$ cat src/design/la_decode_pkg.sv
package la_decode_pkg;

    ////////////////////////////////////////
    // Widths
    ////////////////////////////////////////
    localparam int INST_W = 32;
    localparam int REG_W  = 5;
    localparam int IMM_W  = 32;

    ////////////////////////////////////////
    // Opcode fields
    ////////////////////////////////////////

    // Bits 31..15, 3R and shift-immediate
    localparam logic [16:0] CODE_ADD  = 17'h00020;
    localparam logic [16:0] CODE_SUB  = 17'h00022;
    localparam logic [16:0] CODE_SLT  = 17'h00024;
    localparam logic [16:0] CODE_SLTU = 17'h00025;
    localparam logic [16:0] CODE_NOR  = 17'h00028;
    localparam logic [16:0] CODE_AND  = 17'h00029;
    localparam logic [16:0] CODE_OR   = 17'h0002a;
    localparam logic [16:0] CODE_XOR  = 17'h0002b;
    localparam logic [16:0] CODE_SLL  = 17'h0002e;
    localparam logic [16:0] CODE_SRL  = 17'h0002f;
    localparam logic [16:0] CODE_SRA  = 17'h00030;
    localparam logic [16:0] CODE_SLLI = 17'h00081;
    localparam logic [16:0] CODE_SRLI = 17'h00089;
    localparam logic [16:0] CODE_SRAI = 17'h00091;

    // Bits 31..22, 12-bit immediate forms
    localparam logic [9:0] CODE_SLTI  = 10'h008;
    localparam logic [9:0] CODE_SLTUI = 10'h009;
    localparam logic [9:0] CODE_ADDI  = 10'h00a;
    localparam logic [9:0] CODE_ANDI  = 10'h00d;
    localparam logic [9:0] CODE_ORI   = 10'h00e;
    localparam logic [9:0] CODE_XORI  = 10'h00f;
    localparam logic [9:0] CODE_LDB   = 10'h0a0;
    localparam logic [9:0] CODE_LDH   = 10'h0a1;
    localparam logic [9:0] CODE_LDW   = 10'h0a2;
    localparam logic [9:0] CODE_STB   = 10'h0a4;
    localparam logic [9:0] CODE_STH   = 10'h0a5;
    localparam logic [9:0] CODE_STW   = 10'h0a6;
    localparam logic [9:0] CODE_LDBU  = 10'h0a8;
    localparam logic [9:0] CODE_LDHU  = 10'h0a9;

    // Bits 31..25
    localparam logic [6:0] CODE_LU12I     = 7'h0a;
    localparam logic [6:0] CODE_PCADDU12I = 7'h0e;

    // Bits 31..26, jumps and branches
    localparam logic [5:0] CODE_JIRL = 6'h13;
    localparam logic [5:0] CODE_B    = 6'h14;
    localparam logic [5:0] CODE_BL   = 6'h15;
    localparam logic [5:0] CODE_BEQ  = 6'h16;
    localparam logic [5:0] CODE_BNE  = 6'h17;
    localparam logic [5:0] CODE_BLT  = 6'h18;
    localparam logic [5:0] CODE_BGE  = 6'h19;
    localparam logic [5:0] CODE_BLTU = 6'h1a;
    localparam logic [5:0] CODE_BGEU = 6'h1b;

    // Whole word
    localparam logic [31:0] CODE_NOP  = 32'h0000_0000;
    localparam logic [31:0] CODE_HALT = 32'h8000_0000;

    ////////////////////////////////////////
    // Decoded operation
    ////////////////////////////////////////
    typedef enum logic [5:0] {
        OP_ADD       = 6'h00, OP_ADDI      = 6'h01, OP_SUB       = 6'h02,
        OP_LU12I     = 6'h03, OP_PCADDU12I = 6'h04, OP_SLT       = 6'h05,
        OP_SLTU      = 6'h06, OP_SLTI      = 6'h07, OP_SLTUI     = 6'h08,
        OP_AND       = 6'h09, OP_ANDI      = 6'h0a, OP_OR        = 6'h0b,
        OP_ORI       = 6'h0c, OP_NOR       = 6'h0d, OP_XOR       = 6'h0e,
        OP_XORI      = 6'h0f, OP_SLL       = 6'h10, OP_SLLI      = 6'h11,
        OP_SRL       = 6'h12, OP_SRLI      = 6'h13, OP_SRA       = 6'h14,
        OP_SRAI      = 6'h15, OP_STW       = 6'h16, OP_STH       = 6'h17,
        OP_STB       = 6'h18, OP_LDW       = 6'h19, OP_LDH       = 6'h1a,
        OP_LDB       = 6'h1b, OP_LDHU      = 6'h1c, OP_LDBU      = 6'h1d,
        OP_BEQ       = 6'h1e, OP_BNE       = 6'h1f, OP_BLT       = 6'h20,
        OP_BGE       = 6'h21, OP_BLTU      = 6'h22, OP_BGEU      = 6'h23,
        OP_B         = 6'h24, OP_BL        = 6'h25, OP_JIRL      = 6'h26,
        OP_NOP       = 6'h27, OP_HALT      = 6'h28,
        // No code matched
        OP_INVALID   = 6'h29
    } la_op_e;

endpackage

$ cat src/design/imm_gen.sv
`timescale 1ns/1ps

module imm_gen (
    input  logic [la_decode_pkg::INST_W-1:0] inst,
    input  la_decode_pkg::la_op_e            op,
    output logic [la_decode_pkg::IMM_W-1:0]  imm
);
    import la_decode_pkg::*;

    logic [IMM_W-1:0] imm_ui5;
    logic [IMM_W-1:0] imm_si12;
    logic [IMM_W-1:0] imm_ui12;
    logic [IMM_W-1:0] imm_si20;
    logic [IMM_W-1:0] imm_offs16;
    logic [IMM_W-1:0] imm_offs26;

    ////////////////////////////////////////
    // Candidate immediates
    ////////////////////////////////////////
    assign imm_ui5  = {27'b0, inst[14:10]};
    assign imm_si12 = {{20{inst[21]}}, inst[21:10]};
    assign imm_ui12 = {20'b0, inst[21:10]};
    // Left unshifted, the execute stage adds the 12 zero bits
    assign imm_si20 = {{12{inst[24]}}, inst[24:5]};

    // Word offsets
    assign imm_offs16 = {{14{inst[25]}}, inst[25:10], 2'b00};
    // High half of offs26 sits in bits 9..0
    assign imm_offs26 = {{4{inst[9]}}, inst[9:0], inst[25:10], 2'b00};

    ////////////////////////////////////////
    // Select by operation
    ////////////////////////////////////////
    always_comb begin
        case (op)
            OP_SLLI, OP_SRLI, OP_SRAI:
                imm = imm_ui5;
            OP_ADDI, OP_SLTI, OP_SLTUI,
            OP_LDB, OP_LDH, OP_LDW, OP_LDBU, OP_LDHU,
            OP_STB, OP_STH, OP_STW:
                imm = imm_si12;
            OP_ANDI, OP_ORI, OP_XORI:
                imm = imm_ui12;
            OP_LU12I, OP_PCADDU12I:
                imm = imm_si20;
            OP_JIRL, OP_BEQ, OP_BNE, OP_BLT, OP_BGE, OP_BLTU, OP_BGEU:
                imm = imm_offs16;
            OP_B, OP_BL:
                imm = imm_offs26;
            default:
                imm = '0;
        endcase
    end

endmodule

$ cat src/design/inst_classifier.sv
`timescale 1ns/1ps

module inst_classifier (
    input  logic [la_decode_pkg::INST_W-1:0] inst,
    output la_decode_pkg::la_op_e            op
);
    import la_decode_pkg::*;

    // Codes of different widths never alias, so case order is free
    always_comb begin
        op = OP_INVALID;

        case (inst[31:15])
            CODE_ADD:  op = OP_ADD;
            CODE_SUB:  op = OP_SUB;
            CODE_SLT:  op = OP_SLT;
            CODE_SLTU: op = OP_SLTU;
            CODE_NOR:  op = OP_NOR;
            CODE_AND:  op = OP_AND;
            CODE_OR:   op = OP_OR;
            CODE_XOR:  op = OP_XOR;
            CODE_SLL:  op = OP_SLL;
            CODE_SRL:  op = OP_SRL;
            CODE_SRA:  op = OP_SRA;
            CODE_SLLI: op = OP_SLLI;
            CODE_SRLI: op = OP_SRLI;
            CODE_SRAI: op = OP_SRAI;
            default: ;
        endcase

        case (inst[31:22])
            CODE_SLTI:  op = OP_SLTI;
            CODE_SLTUI: op = OP_SLTUI;
            CODE_ADDI:  op = OP_ADDI;
            CODE_ANDI:  op = OP_ANDI;
            CODE_ORI:   op = OP_ORI;
            CODE_XORI:  op = OP_XORI;
            CODE_LDB:   op = OP_LDB;
            CODE_LDH:   op = OP_LDH;
            CODE_LDW:   op = OP_LDW;
            CODE_STB:   op = OP_STB;
            CODE_STH:   op = OP_STH;
            CODE_STW:   op = OP_STW;
            CODE_LDBU:  op = OP_LDBU;
            CODE_LDHU:  op = OP_LDHU;
            default: ;
        endcase

        case (inst[31:25])
            CODE_LU12I:     op = OP_LU12I;
            CODE_PCADDU12I: op = OP_PCADDU12I;
            default: ;
        endcase

        case (inst[31:26])
            CODE_JIRL: op = OP_JIRL;
            CODE_B:    op = OP_B;
            CODE_BL:   op = OP_BL;
            CODE_BEQ:  op = OP_BEQ;
            CODE_BNE:  op = OP_BNE;
            CODE_BLT:  op = OP_BLT;
            CODE_BGE:  op = OP_BGE;
            CODE_BLTU: op = OP_BLTU;
            CODE_BGEU: op = OP_BGEU;
            default: ;
        endcase

        // Full-word encodings
        if (inst == CODE_NOP) begin
            op = OP_NOP;
        end else if (inst == CODE_HALT) begin
            op = OP_HALT;
        end
    end

endmodule

$ cat src/design/la_decode_stage.sv
`timescale 1ns/1ps

module la_decode_stage (
    input  logic                             clk,
    input  logic                             rst,
    input  logic                             inst_valid,
    input  logic [la_decode_pkg::INST_W-1:0] inst,
    output logic                             out_valid,
    output la_decode_pkg::la_op_e            op,
    output logic [la_decode_pkg::REG_W-1:0]  rk,
    output logic [la_decode_pkg::REG_W-1:0]  rj,
    output logic [la_decode_pkg::REG_W-1:0]  rd,
    output logic [la_decode_pkg::IMM_W-1:0]  imm
);
    import la_decode_pkg::*;

    la_op_e           op_next;
    logic [REG_W-1:0] rk_next;
    logic [REG_W-1:0] rj_next;
    logic [REG_W-1:0] rd_next;
    logic [IMM_W-1:0] imm_next;

    inst_classifier u_classifier (
        .inst (inst),
        .op   (op_next)
    );

    reg_field_select u_reg_sel (
        .inst (inst),
        .op   (op_next),
        .rk   (rk_next),
        .rj   (rj_next),
        .rd   (rd_next)
    );

    imm_gen u_imm_gen (
        .inst (inst),
        .op   (op_next),
        .imm  (imm_next)
    );

    ////////////////////////////////////////
    // Output stage
    ////////////////////////////////////////
    always_ff @(posedge clk) begin
        if (rst) begin
            out_valid <= 1'b0;
            op        <= OP_INVALID;
            rk        <= '0;
            rj        <= '0;
            rd        <= '0;
            imm       <= '0;
        end else begin
            out_valid <= inst_valid;
            // Hold the last result through gaps
            if (inst_valid) begin
                op  <= op_next;
                rk  <= rk_next;
                rj  <= rj_next;
                rd  <= rd_next;
                imm <= imm_next;
            end
        end
    end

    a_valid_latency: assert property (@(posedge clk) !rst |=> out_valid == $past(inst_valid))
        else $error("la_decode_stage: out_valid lost its one-cycle relation to inst_valid");

    // Classifier and field decoders must agree on the fieldless operations
    a_fieldless_zero: assert property (@(posedge clk)
        (op inside {OP_INVALID, OP_NOP, OP_HALT}) |-> (rk == '0 && rj == '0 && rd == '0 && imm == '0))
        else $error("la_decode_stage: nonzero field on op 0x%0h", op);

endmodule

$ cat src/design/reg_field_select.sv
`timescale 1ns/1ps

module reg_field_select (
    input  logic [la_decode_pkg::INST_W-1:0] inst,
    input  la_decode_pkg::la_op_e            op,
    output logic [la_decode_pkg::REG_W-1:0]  rk,
    output logic [la_decode_pkg::REG_W-1:0]  rj,
    output logic [la_decode_pkg::REG_W-1:0]  rd
);
    import la_decode_pkg::*;

    logic fmt_3r;
    logic fmt_2ri;
    logic fmt_1ri20;

    // Format groups
    always_comb begin
        fmt_3r = op inside {OP_ADD, OP_SUB, OP_SLT, OP_SLTU, OP_AND, OP_OR,
                            OP_NOR, OP_XOR, OP_SLL, OP_SRL, OP_SRA};
        // 2RI5, 2RI12 and 2RI16 all carry rj and rd
        fmt_2ri = op inside {OP_SLLI, OP_SRLI, OP_SRAI,
                             OP_SLTI, OP_SLTUI, OP_ADDI, OP_ANDI, OP_ORI, OP_XORI,
                             OP_LDB, OP_LDH, OP_LDW, OP_LDBU, OP_LDHU,
                             OP_STB, OP_STH, OP_STW,
                             OP_JIRL, OP_BEQ, OP_BNE, OP_BLT, OP_BGE, OP_BLTU, OP_BGEU};
        fmt_1ri20 = op inside {OP_LU12I, OP_PCADDU12I};
    end

    assign rk = fmt_3r ? inst[14:10] : '0;
    assign rj = (fmt_3r || fmt_2ri) ? inst[9:5] : '0;

    always_comb begin
        if (op == OP_BL) begin
            // Link register
            rd = REG_W'(1);
        end else if (fmt_3r || fmt_2ri || fmt_1ri20) begin
            rd = inst[4:0];
        end else begin
            rd = '0;
        end
    end

endmodule

$ cat config.mk
export PLATFORM = sky130hd
export DESIGN_NAME = la_decode_stage
export DESIGN_NICKNAME = d
export VERILOG_FILES = /design/src/design/la_decode_pkg.sv /design/src/design/imm_gen.sv /design/src/design/inst_classifier.sv /design/src/design/la_decode_stage.sv /design/src/design/reg_field_select.sv
export SDC_FILE = /design/constraint.sdc
export NUM_CORES = 1
export LEC_CHECK = 0
export BUFFER_PORTS_ARGS = -buffer_cell sky130_fd_sc_hd__buf_2
export CORE_ASPECT_RATIO = 1.75
export CORE_MARGIN = 5
export CORE_UTILIZATION = 55
export CTS_BUF_LIST = sky130_fd_sc_hd__clkbuf_4 sky130_fd_sc_hd__clkbuf_8 sky130_fd_sc_hd__clkbuf_16
export DETAILED_ROUTE_END_ITERATION = 10
export GPL_TIMING_DRIVEN = 0
export PLACE_DENSITY = 0.85
export SLEW_MARGIN = 30
export SYNTH_ARGS = -nofsm -noshare
export SYNTH_HDL_FRONTEND = slang
export SYNTH_SLANG_ARGS = --single-unit
$ cat constraint.sdc
create_clock -name clk -period 5.3 [get_ports clk]
set_clock_uncertainty 0.1 [all_clocks]
set_input_delay 0.795 -clock clk [delete_from_list [all_inputs] [get_ports clk]]
set_output_delay 0.795 -clock clk [all_outputs]
set_load 0.05 [all_outputs]
### Word level (Yosys, flattened, before mapping)

Index checks and enable logic that the tools add are counted.

| storage, ports and cells | value |
|---|---|
| flip-flop bits (word level) | 54 |
| bits in latches | 0 |
| RAM bits | 0 |
| ROM bits | 0 |
| input port bits | 35 |
| output and inout bits | 54 |
| word-level logic and storage cells | 108 |
| memories | 0 |

| operators by class | value |
|---|---|
| $add $sub $neg | 0 |
| multiply operators | 0 |
| div/mod/pow operators | 0 |
| magnitude comparators | 0 |
| equality and inequality tests | 78 |
| shift-type cells | 0 |
| muxes and demuxes | 11 |
| bitwise gates (word level) | 0 |
| reductions and logical operators | 13 |

Operators with widths:

| operator | count |
|---|---|
| 32-bit case mux with 6 select lines | 1 |
| 17-bit by 6-bit == test with 1-bit output, second input constant | 11 |
| 6-bit case mux with 14 select lines | 2 |
| 6-bit by 5-bit == test with 1-bit output, second input constant | 25 |
| 10-bit by 8-bit == test with 1-bit output, second input constant | 8 |
| 10-bit by 4-bit == test with 1-bit output, second input constant | 6 |
| 6-bit case mux with 9 select lines | 1 |
| 17-bit by 8-bit == test with 1-bit output, second input constant | 3 |
| 6-bit by 4-bit == test with 1-bit output, second input constant | 8 |
| 6-bit == test, second input constant | 7 |
| 32-bit == test, second input constant | 1 |
| 32-bit logical NOT | 1 |
| 6-bit by 3-bit == test with 1-bit output, second input constant | 4 |
| 24-bit nonzero test | 1 |
| 5-bit two-way mux | 4 |
| 7-bit by 4-bit == test with 1-bit output, second input constant | 2 |
| 6-bit by 2-bit == test with 1-bit output, second input constant | 2 |
| 6-bit two-way mux | 2 |
| 6-bit case mux with 2 select lines | 1 |
| 11-bit nonzero test | 1 |
| 11-bit OR reduction | 1 |
| 7-bit OR reduction | 1 |
| 6-bit by 1-bit == test with 1-bit output, second input constant | 1 |
| 6-bit logical NOT | 1 |
| other kinds (4) | 7 |

### Depth between registers and ports, before layout

Gate-level depths: netlist (run 1).

| depth | value |
|---|---|
| word-level depth | 13 |
| gate-level depth with buffers | 12 |
| gate-level depth less buffers | 9 |

### Modules after synthesis

Synthesis (run 1) repeated with hierarchy kept, for this count alone.

| unflattened totals | value |
|---|---|
| cell total of the unflattened synthesis | 440 |
| area, all modules | 3799.9 um^2 |

Modules (own cells, without submodules):

| module | instances | cells each | area an instance (um^2) | sequential area each (um^2) |
|---|---|---|---|---|
| la_decode_stage | 1 | 173 | 1964.4 | 1081.0 |
| inst_classifier | 1 | 136 | 877.1 | 0.0 |
| imm_gen | 1 | 96 | 678.2 | 0.0 |
| reg_field_select | 1 | 35 | 280.3 | 0.0 |

### Least setup slack after synthesis (run 1)

No wires, ideal clock.

| timing path | value |
|---|---|
| path kind | input-to-reg |
| start point | in inst[23] in the netlist's numbering |
| end point | reg imm[19] in the netlist's numbering |
| library setup time | 0.129 ns |
| arrival time | 2.921 ns |
| required time | 5.071 ns |
| setup slack | 2.149 ns |
| stages on the path | 11 |
| buffers on the path | 2 |
| path through | buf_2 nor4_1 nand3_1 a31oi_1 nor2_1 o211a_1 a31oi_1 buf_4 a21oi_1 a21oi_2 nand2_1 |

| between the ends | value |
|---|---|
| cells in the longest elaborated chain, start to end | 10 |
| elaborated cells on any way between the ends | 71 |
| classes of those cells | eq/ne (57); mux (7); reduce/logical (7) |

RTL lines:

| what | line | text |
|---|---|---|
| start: declaration | la_decode_stage.sv:7 | `input logic [la_decode_pkg::INST_W-1:0] inst,` |
| 17-bit by 8-bit == test with 1-bit output / 17-bit by 6-bit == test with 1-bit output (equally long branches) | inst_classifier.sv:13 | `case (inst[31:15])` |
| 6-bit case mux with 14 select lines | inst_classifier.sv:13 |  |
| 6-bit case mux with 14 select lines | inst_classifier.sv:31 | `case (inst[31:22])` |
| 6-bit case mux with 2 select lines | inst_classifier.sv:49 | `case (inst[31:25])` |
| 6-bit case mux with 9 select lines | inst_classifier.sv:55 | `case (inst[31:26])` |
| 6-bit two-way mux | inst_classifier.sv:71 | `end else if (inst == CODE_HALT) begin` |
| 6-bit two-way mux (*) | inst_classifier.sv:69 | `if (inst == CODE_NOP) begin` |
| 6-bit by 1-bit == test with 1-bit output, or another cell as far along | imm_gen.sv:35 | `case (op)` |
| 11-bit OR reduction, or another cell as far along | imm_gen.sv:35 |  |
| 32-bit case mux with 6 select lines (*) | imm_gen.sv:35 |  |
| end signal: assignment | la_decode_stage.sv:61 | `imm <= imm_next;` |
| end: declaration | la_decode_stage.sv:13 | `output logic [la_decode_pkg::IMM_W-1:0] imm` |

Mark *: on every way between the ends. The rest lies on a longest branch, timed or not.
A chain may end at the register's enable or synchronous reset.

### Final worst setup path (run 1)

| timing path | value |
|---|---|
| start point | in inst[23] in the netlist's numbering |
| end point | reg imm[26] in the netlist's numbering |

Same word-level chain as after synthesis.

==> results of run 1 <==
final cells by class:
type	count	area, sq um	share of cell area [%]
multi-input combinational	259	1680	48.6
timing repair buffer	86	430	12.5
buffer	31	143	4.13
clock inverter	2	37.5	1.09
sequential	50	1000	29.0
tap	54	67.6	1.96
clock buffer	6	76.3	2.21
inverter	5	18.8	0.544
synth_stat cells, drive strengths merged (2+ instances only):
cell type | instances | area, sq um
a211o | 5 | 43.8
a211oi | 6 | 45.0
a21oi | 17 | 88.8
a222oi | 10 | 100
a22o | 14 | 123
a22oi | 16 | 120
a31oi | 5 | 31.3
a32oi | 5 | 43.8
and2 | 3 | 21.3
and3 | 5 | 31.3
buf | 12 | 70.1
clkbuf | 19 | 72.6
dfxtp | 50 | 1000
inv | 5 | 18.8
nand2 | 36 | 135
nand2b | 5 | 31.3
nand3 | 6 | 30.0
nand3b | 4 | 30.0
nand4 | 5 | 31.3
nor2 | 26 | 97.6
nor2b | 11 | 68.8
nor3 | 10 | 60.1
nor3b | 3 | 22.5
nor4 | 12 | 96.3
o2111ai | 2 | 17.5
o211a | 4 | 40.0
o211ai | 3 | 22.5
o21ai | 20 | 111
o31ai | 2 | 15.0
or2 | 3 | 18.8
or3 | 3 | 23.8
xnor2 | 2 | 17.5
metrics by stage:
stage	cells	power (mW)	utilization, %	setup WS, ps	hold WS (ps)
after detailed placement	485	0.526	67.1	1610	342
after CTS	493	0.791	69.4	1900	360
after global placement	485	0.524	67.1	1610	333
after global routing	493	0.820	69.4	1540	386
final	493	0.793	69.4	1860	361
after floorplan	345	0.477	-	2150	557
registers in the layout (all words and copies together) (netlist names):
| name | count |
|---|---|
| rk | 5 |
| imm | 28 |
| out_valid | 1 |
| op | 6 |
| rj | 5 |
| rd | 5 |
power by group through the flow:
stage | Sequential (mW) | Combinational, mW | Clock [mW]
6_report | 0.384 | 0.136 | 0.273
3_3_place_gp | 0.392 | 0.132 | 0
4_1_cts | 0.384 | 0.134 | 0.273
5_1_grt | 0.385 | 0.146 | 0.289
2_1_floorplan | 0.413 | 0.0646 | 0
3_5_place_dp | 0.393 | 0.133 | 0
worst paths after layout:
| path | to | start |
|---|---|---|
| worst min-delay path | imm[8]$_SDFFE_PP0P_ | imm[8]$_SDFFE_PP0P_ |
| worst min register to register | imm[8]$_SDFFE_PP0P_ | imm[8]$_SDFFE_PP0P_ |
| worst max-delay path | imm[26]$_SDFFE_PP0P_ | inst[23] |
| worst max register to register | op[0]$_SDFFE_PP1P_ | op[0]$_SDFFE_PP1P_ |
cells by family (layout without fill, tap and decap cells):
| kind of cell | Yosys count | after routing | share of synthesized area [%] |
|---|---|---|---|
| AO/OA/AOI/OAI | 119 | 119 | 31.5 |
| AND/OR/NAND/NOR | 137 | 137 | 26.7 |
| XOR/XNOR | 3 | 3 | 0.925 |
| buffers and inverters | 36 | 130 | 5.68 |
| flip-flops | 50 | 50 | 35.2 |
metal layers:
| metal | vias up | wire, microns |
|---|---|---|
| met5 | - | 0 |
| met4 | 0 | 404 |
| met3 | 39 | 748 |
| met2 | 190 | 4910 |
| met1 | 1497 | 3100 |
| li1 | 1504 | - |
tightest hold or removal path, delay by kind of cell (launching register included):
family	cells	cell delay, ps
compound gates	1	50
simple gates	1	40
flops	1	330
==> flow_metrics.tcl, run 1 <==
set metrics [dict create \
    relSlewSlack_pct 60.4 \
    cp.buffers_inverters 3 \
    grtUsageMet3_pct 4.30 \
    p_int_uw 568 \
    max_stage_delay_ps 520 \
    min_period_ps 3440 \
    vias_per_cell 6.55 \
    power.switching_uw 225 \
    setup_viol 0 \
    placed_area_sq_mm 0.00334 \
    cts_resized 0 \
    clk_pin_slew_ps 90 \
    cts_setup_buffers 0 \
    busiest_layer "met2" \
    grt_pass1_vias 3148 \
    whs_path_depth 2 \
    htreeDepth 2 \
    crit_path_start_kind "primary input" \
    swShare_pct 28.4 \
    gp_congestion 1.04 \
    rows 34 \
    p_clk_share_pct 34.4 \
    hold_viol_final 0 \
    fin_crit_sh_pct 64.9 \
    core_sq_mm 0.00498 \
    dr.first_iter.drc_count 318 \
    cts_buffers 5 \
    finalNetCount 473 \
    synth_cell_type_count 58 \
    clk_path_buf_depth 2 \
    port_buffers 86 \
    grt-ovfl-total 0 \
    syn_avg_cell_area_sq_um 8.23 \
    wl_per_cell_microns 18.6 \
    insertion_delay_ps 310 \
    max-cap-violations 0 \
    grt_pass1_wl_microns 14700 \
    pin_count 89 \
    gr-usage-all-layers_pct 26.4 \
    rsz0062_at_grt "no" \
    die_h_microns 105 \
    worstPathMaxFanout 10 \
    area_growth_pct 21.5 \
    antenna_left 0 \
    hpwl_microns 7180 \
    route.vias.total 3230 \
    ys_seq_elements 50 \
    pwr-share-comb_pct 17.2 \
    cp_data_required_time_ps 5380 \
    final.fill_count 429 \
    slowest_stage "a31oi_1" \
    fmax_mhz 291 \
    synth-main-ff-cell "dfxtp_1" \
    cts_tree "yes" \
    drtPass1Iterations 9 \
    outcome "complete, no violations" \
    p_leak_nw 1.53 \
    grt_use_met1_pct 26.9 \
    power_per_cell_area_mw_per_mm2 230 \
    synth-async-reset-ratio_pct 0 \
    layout_commonest_cell "buf_2" \
    post-route-drc-count 0 \
    layout-drive-gt1-share_pct 26.9 \
    critical-path-top-delay-family "compound AO/OA/AOI/OAI gates" \
    path_cells "buf_2 -> buf_2 -> nor4_1 -> nand3_1 -> a31oi_1 -> nor2_1 -> o211a_1 -> a31oi_1 -> buf_4 -> a21oi_1 -> a21oi_2 -> nand2_1" \
    synth_edf_count 0 \
    postSynthCellCount 345 \
    arrival_ps 3530 \
    cts-root-buf "clkbuf_8" \
    netlist_area_sq_mm 0.00284 \
    seqPwrFrac_pct 48.4 \
    die_w_microns 64.3 \
    antenna_cells 0 \
    grt_start_max_net_pins 16 \
    critPathCaptureType "register" \
    cts.sink_count 50 \
    die-area_sq_mm 0.00676 \
    syn_nets 380 \
    reg2reg_setup_slack_ps 4400 \
    grtUsageMet2_pct 48.4 \
    hold_path_class "reg2reg" \
    worst_r2r_path_depth 2 \
    wirelength_microns 9170 \
    final_cell_mix "buf_2 (91), dfxtp_1 (50), nand2_1 (36), nor2_1 (26), o21ai_0 (19)" \
    grt_antenna_before_repair 0 \
    setup_tns_ps 0 \
    start_util_pct 57.1 \
    seq_area_frac_synth_pct 35.2 \
    peakVddDrop_mv 0.251 \
    cp.depth 12 \
    tightest_slew_ps 589 \
    path_class "in2reg" \
    slew_viol_final 0 \
    yosys_warnings 0 \
    fin_area_sq_mm 0.00345 \
    postCtsHoldBufs 0 \
]
Note: power is estimated with default switching activity, not from simulation.
==> run 2, diff against run 1 <==
CORE_UTILIZATION = 46   (was 55)
PLACE_DENSITY = 0.76   (was 0.85)
clock period = 3.1 ns   (was 5.3 ns; I/O delays follow)
==> run 2 against run 1 <==
Sequential share of layout area decreased by 0.91 points; worst hold slack got worse by 49 ps; cell count increased by 6.1%; critical path depth increased by 1; routed wire length increased by 1.3%; die area increased by 17%; clock power increased by 44%; first-iteration DRC count decreased by 0.63%; critical endpoint is now imm[24]$_SDFFE_PP0P_; highest routed layer unchanged; non-clock buffer count increased by 4; final area increased by 3.2%; power increased by 62%; sequential cell count unchanged.
==> flow_metrics.tcl, run 2 (synthesis gave the netlist of run 1 again) <==
set metrics [dict create \
    power_per_cell_area_mw_per_mm2 361 \
    final_cell_mix "buf_2 (91), dfxtp_1 (50), nand2_1 (36), nor2_1 (26), o21ai_0 (19)" \
    grt_antenna_before_repair 0 \
    grtUsageMet2_pct 42.2 \
    crit_path_start_kind "primary input" \
    core_sq_mm 0.00613 \
    wirelength_microns 9280 \
    clk_path_buf_depth 2 \
    cp_data_required_time_ps 3180 \
    rows 38 \
    numPlacedInstances 511 \
    grt_start_max_net_pins 15 \
    dr.first_iter.drc_count 316 \
    min_period_ps 2970 \
    post-place-ws_ps -324 \
    layout_commonest_cell "buf_2" \
    fin_area_sq_mm 0.00356 \
    grt_use_met1_pct 23.4 \
    slowest_stage "clkbuf_1" \
    finalNetCount 477 \
    port_buffers 86 \
    die_w_microns 69.4 \
    setup_viol 0 \
    critPathCaptureType "register" \
    power.total_mw 1.29 \
    postCtsHoldBufs 0 \
    setup_ws_ps 134 \
    fin_crit_sh_pct 95.7 \
    worst_hold_slack_ps 311 \
    placed_area_sq_mm 0.00337 \
    die_h_microns 114 \
    antenna_cells 0 \
    pin_count 89 \
    grt_pass1_vias 3148 \
    path_class "in2reg" \
    antenna_left 0 \
    slew_viol_final 0 \
    layout-drive-gt1-share_pct 28.7 \
    vias_per_cell 6.20 \
    post-route-util_pct 58.1 \
    grt-ovfl-total 0 \
    relSlewSlack_pct 60.4 \
    htreeDepth 2 \
    outcome "complete, no violations" \
    reg_top3 "imm: 28 flops, op: 6 flops" \
    die-area_sq_mm 0.00791 \
    grt_pass1_wl_microns 14700 \
    cts-root-buf "clkbuf_8" \
    fmax_mhz 337 \
    cts_buffers 5 \
    area_growth_pct 25.5 \
    p_leak_nw 1.56 \
    hold_path_class "in2reg" \
    largest_reg_flops 28 \
    post-route-drc-count 0 \
    tightest_slew_ps 588 \
    grtUsageMet3_pct 4.32 \
    path_cells "buf_2 -> clkbuf_1 -> nor2_1 -> nor2_1 -> a2bb2oi_4 -> or3_1 -> and2_1 -> a31oi_1 -> buf_4 -> nor4_4 -> buf_4 -> a22oi_1 -> nand2_1" \
    start_util_pct 46.3 \
    route.vias.total 3242 \
    setup_tns_ps 0 \
    arrival_ps 3050 \
    gp_congestion 0.969 \
    busiest_layer "met2" \
    worstPathMaxFanout 10 \
    critical-path-top-delay-family "simple AND/OR/NAND/NOR gates" \
    clk_pin_slew_ps 90 \
    cts_tree "yes" \
    cts.sink_count 50 \
    max-cap-violations 0 \
    peakVddDrop_mv 0.168 \
    drtPass1Iterations 7 \
    hpwl_microns 7110 \
    gr-usage-all-layers_pct 22.9 \
    insertion_delay_ps 300 \
    cp.buffers_inverters 4 \
    top_register "imm" \
    hold_viol_final 0 \
    instances_no_fill 523 \
    max_stage_delay_ps 440 \
    wl_per_cell_microns 17.8 \
]
[run 2: final timing paths]
kind                        start                   end  slack [ps]  depth (start not counted)
min                       inst[2]    rd[2]$_SDFFE_PP0P_         310                          2
max reg2reg  imm[13]$_SDFFE_PP0P_  imm[13]$_SDFFE_PP0P_        2180                          3
min reg2reg    op[1]$_SDFFE_PP0P_    op[1]$_SDFFE_PP0P_         350                          2
max                      inst[22]  imm[24]$_SDFFE_PP0P_         130                         13
[run 2: area by class of cell]
class / instances / area (sq um)
buffer: 31 / 143
clock buffer: 7 / 90.1
timing repair buffer: 90 / 460
clock inverter: 1 / 5.00
tap: 80 / 100
multi-input combinational: 259 / 1750
fill: 575 / 2570
inverter: 5 / 18.8
sequential: 50 / 1000
[run 2: what timing repair did]
item	CTS	global route
endpoints found under the hold margin	0	0
resized for setup	1	9
setup endpoints to repair	1	9
setup buffers	0	4
pin swaps	0	1
[run 2: power breakdown]
part / internal, mW / switching (mW) / leakage (nW)
Combinational: 0.0716 / 0.167 / 1.11
Sequential: 0.652 / 0.00479 / 0.404
Clock: 0.189 / 0.203 / 0.0517
[run 2: layer usage]
| metal | up-vias | share of wire, % |
|---|---|---|
| met1 | 1498 | 35 |
| met3 | 46 | 7.8 |
| met5 | - | 0 |
| li1 | 1505 | - |
| met2 | 193 | 51 |
| met4 | 0 | 5.7 |
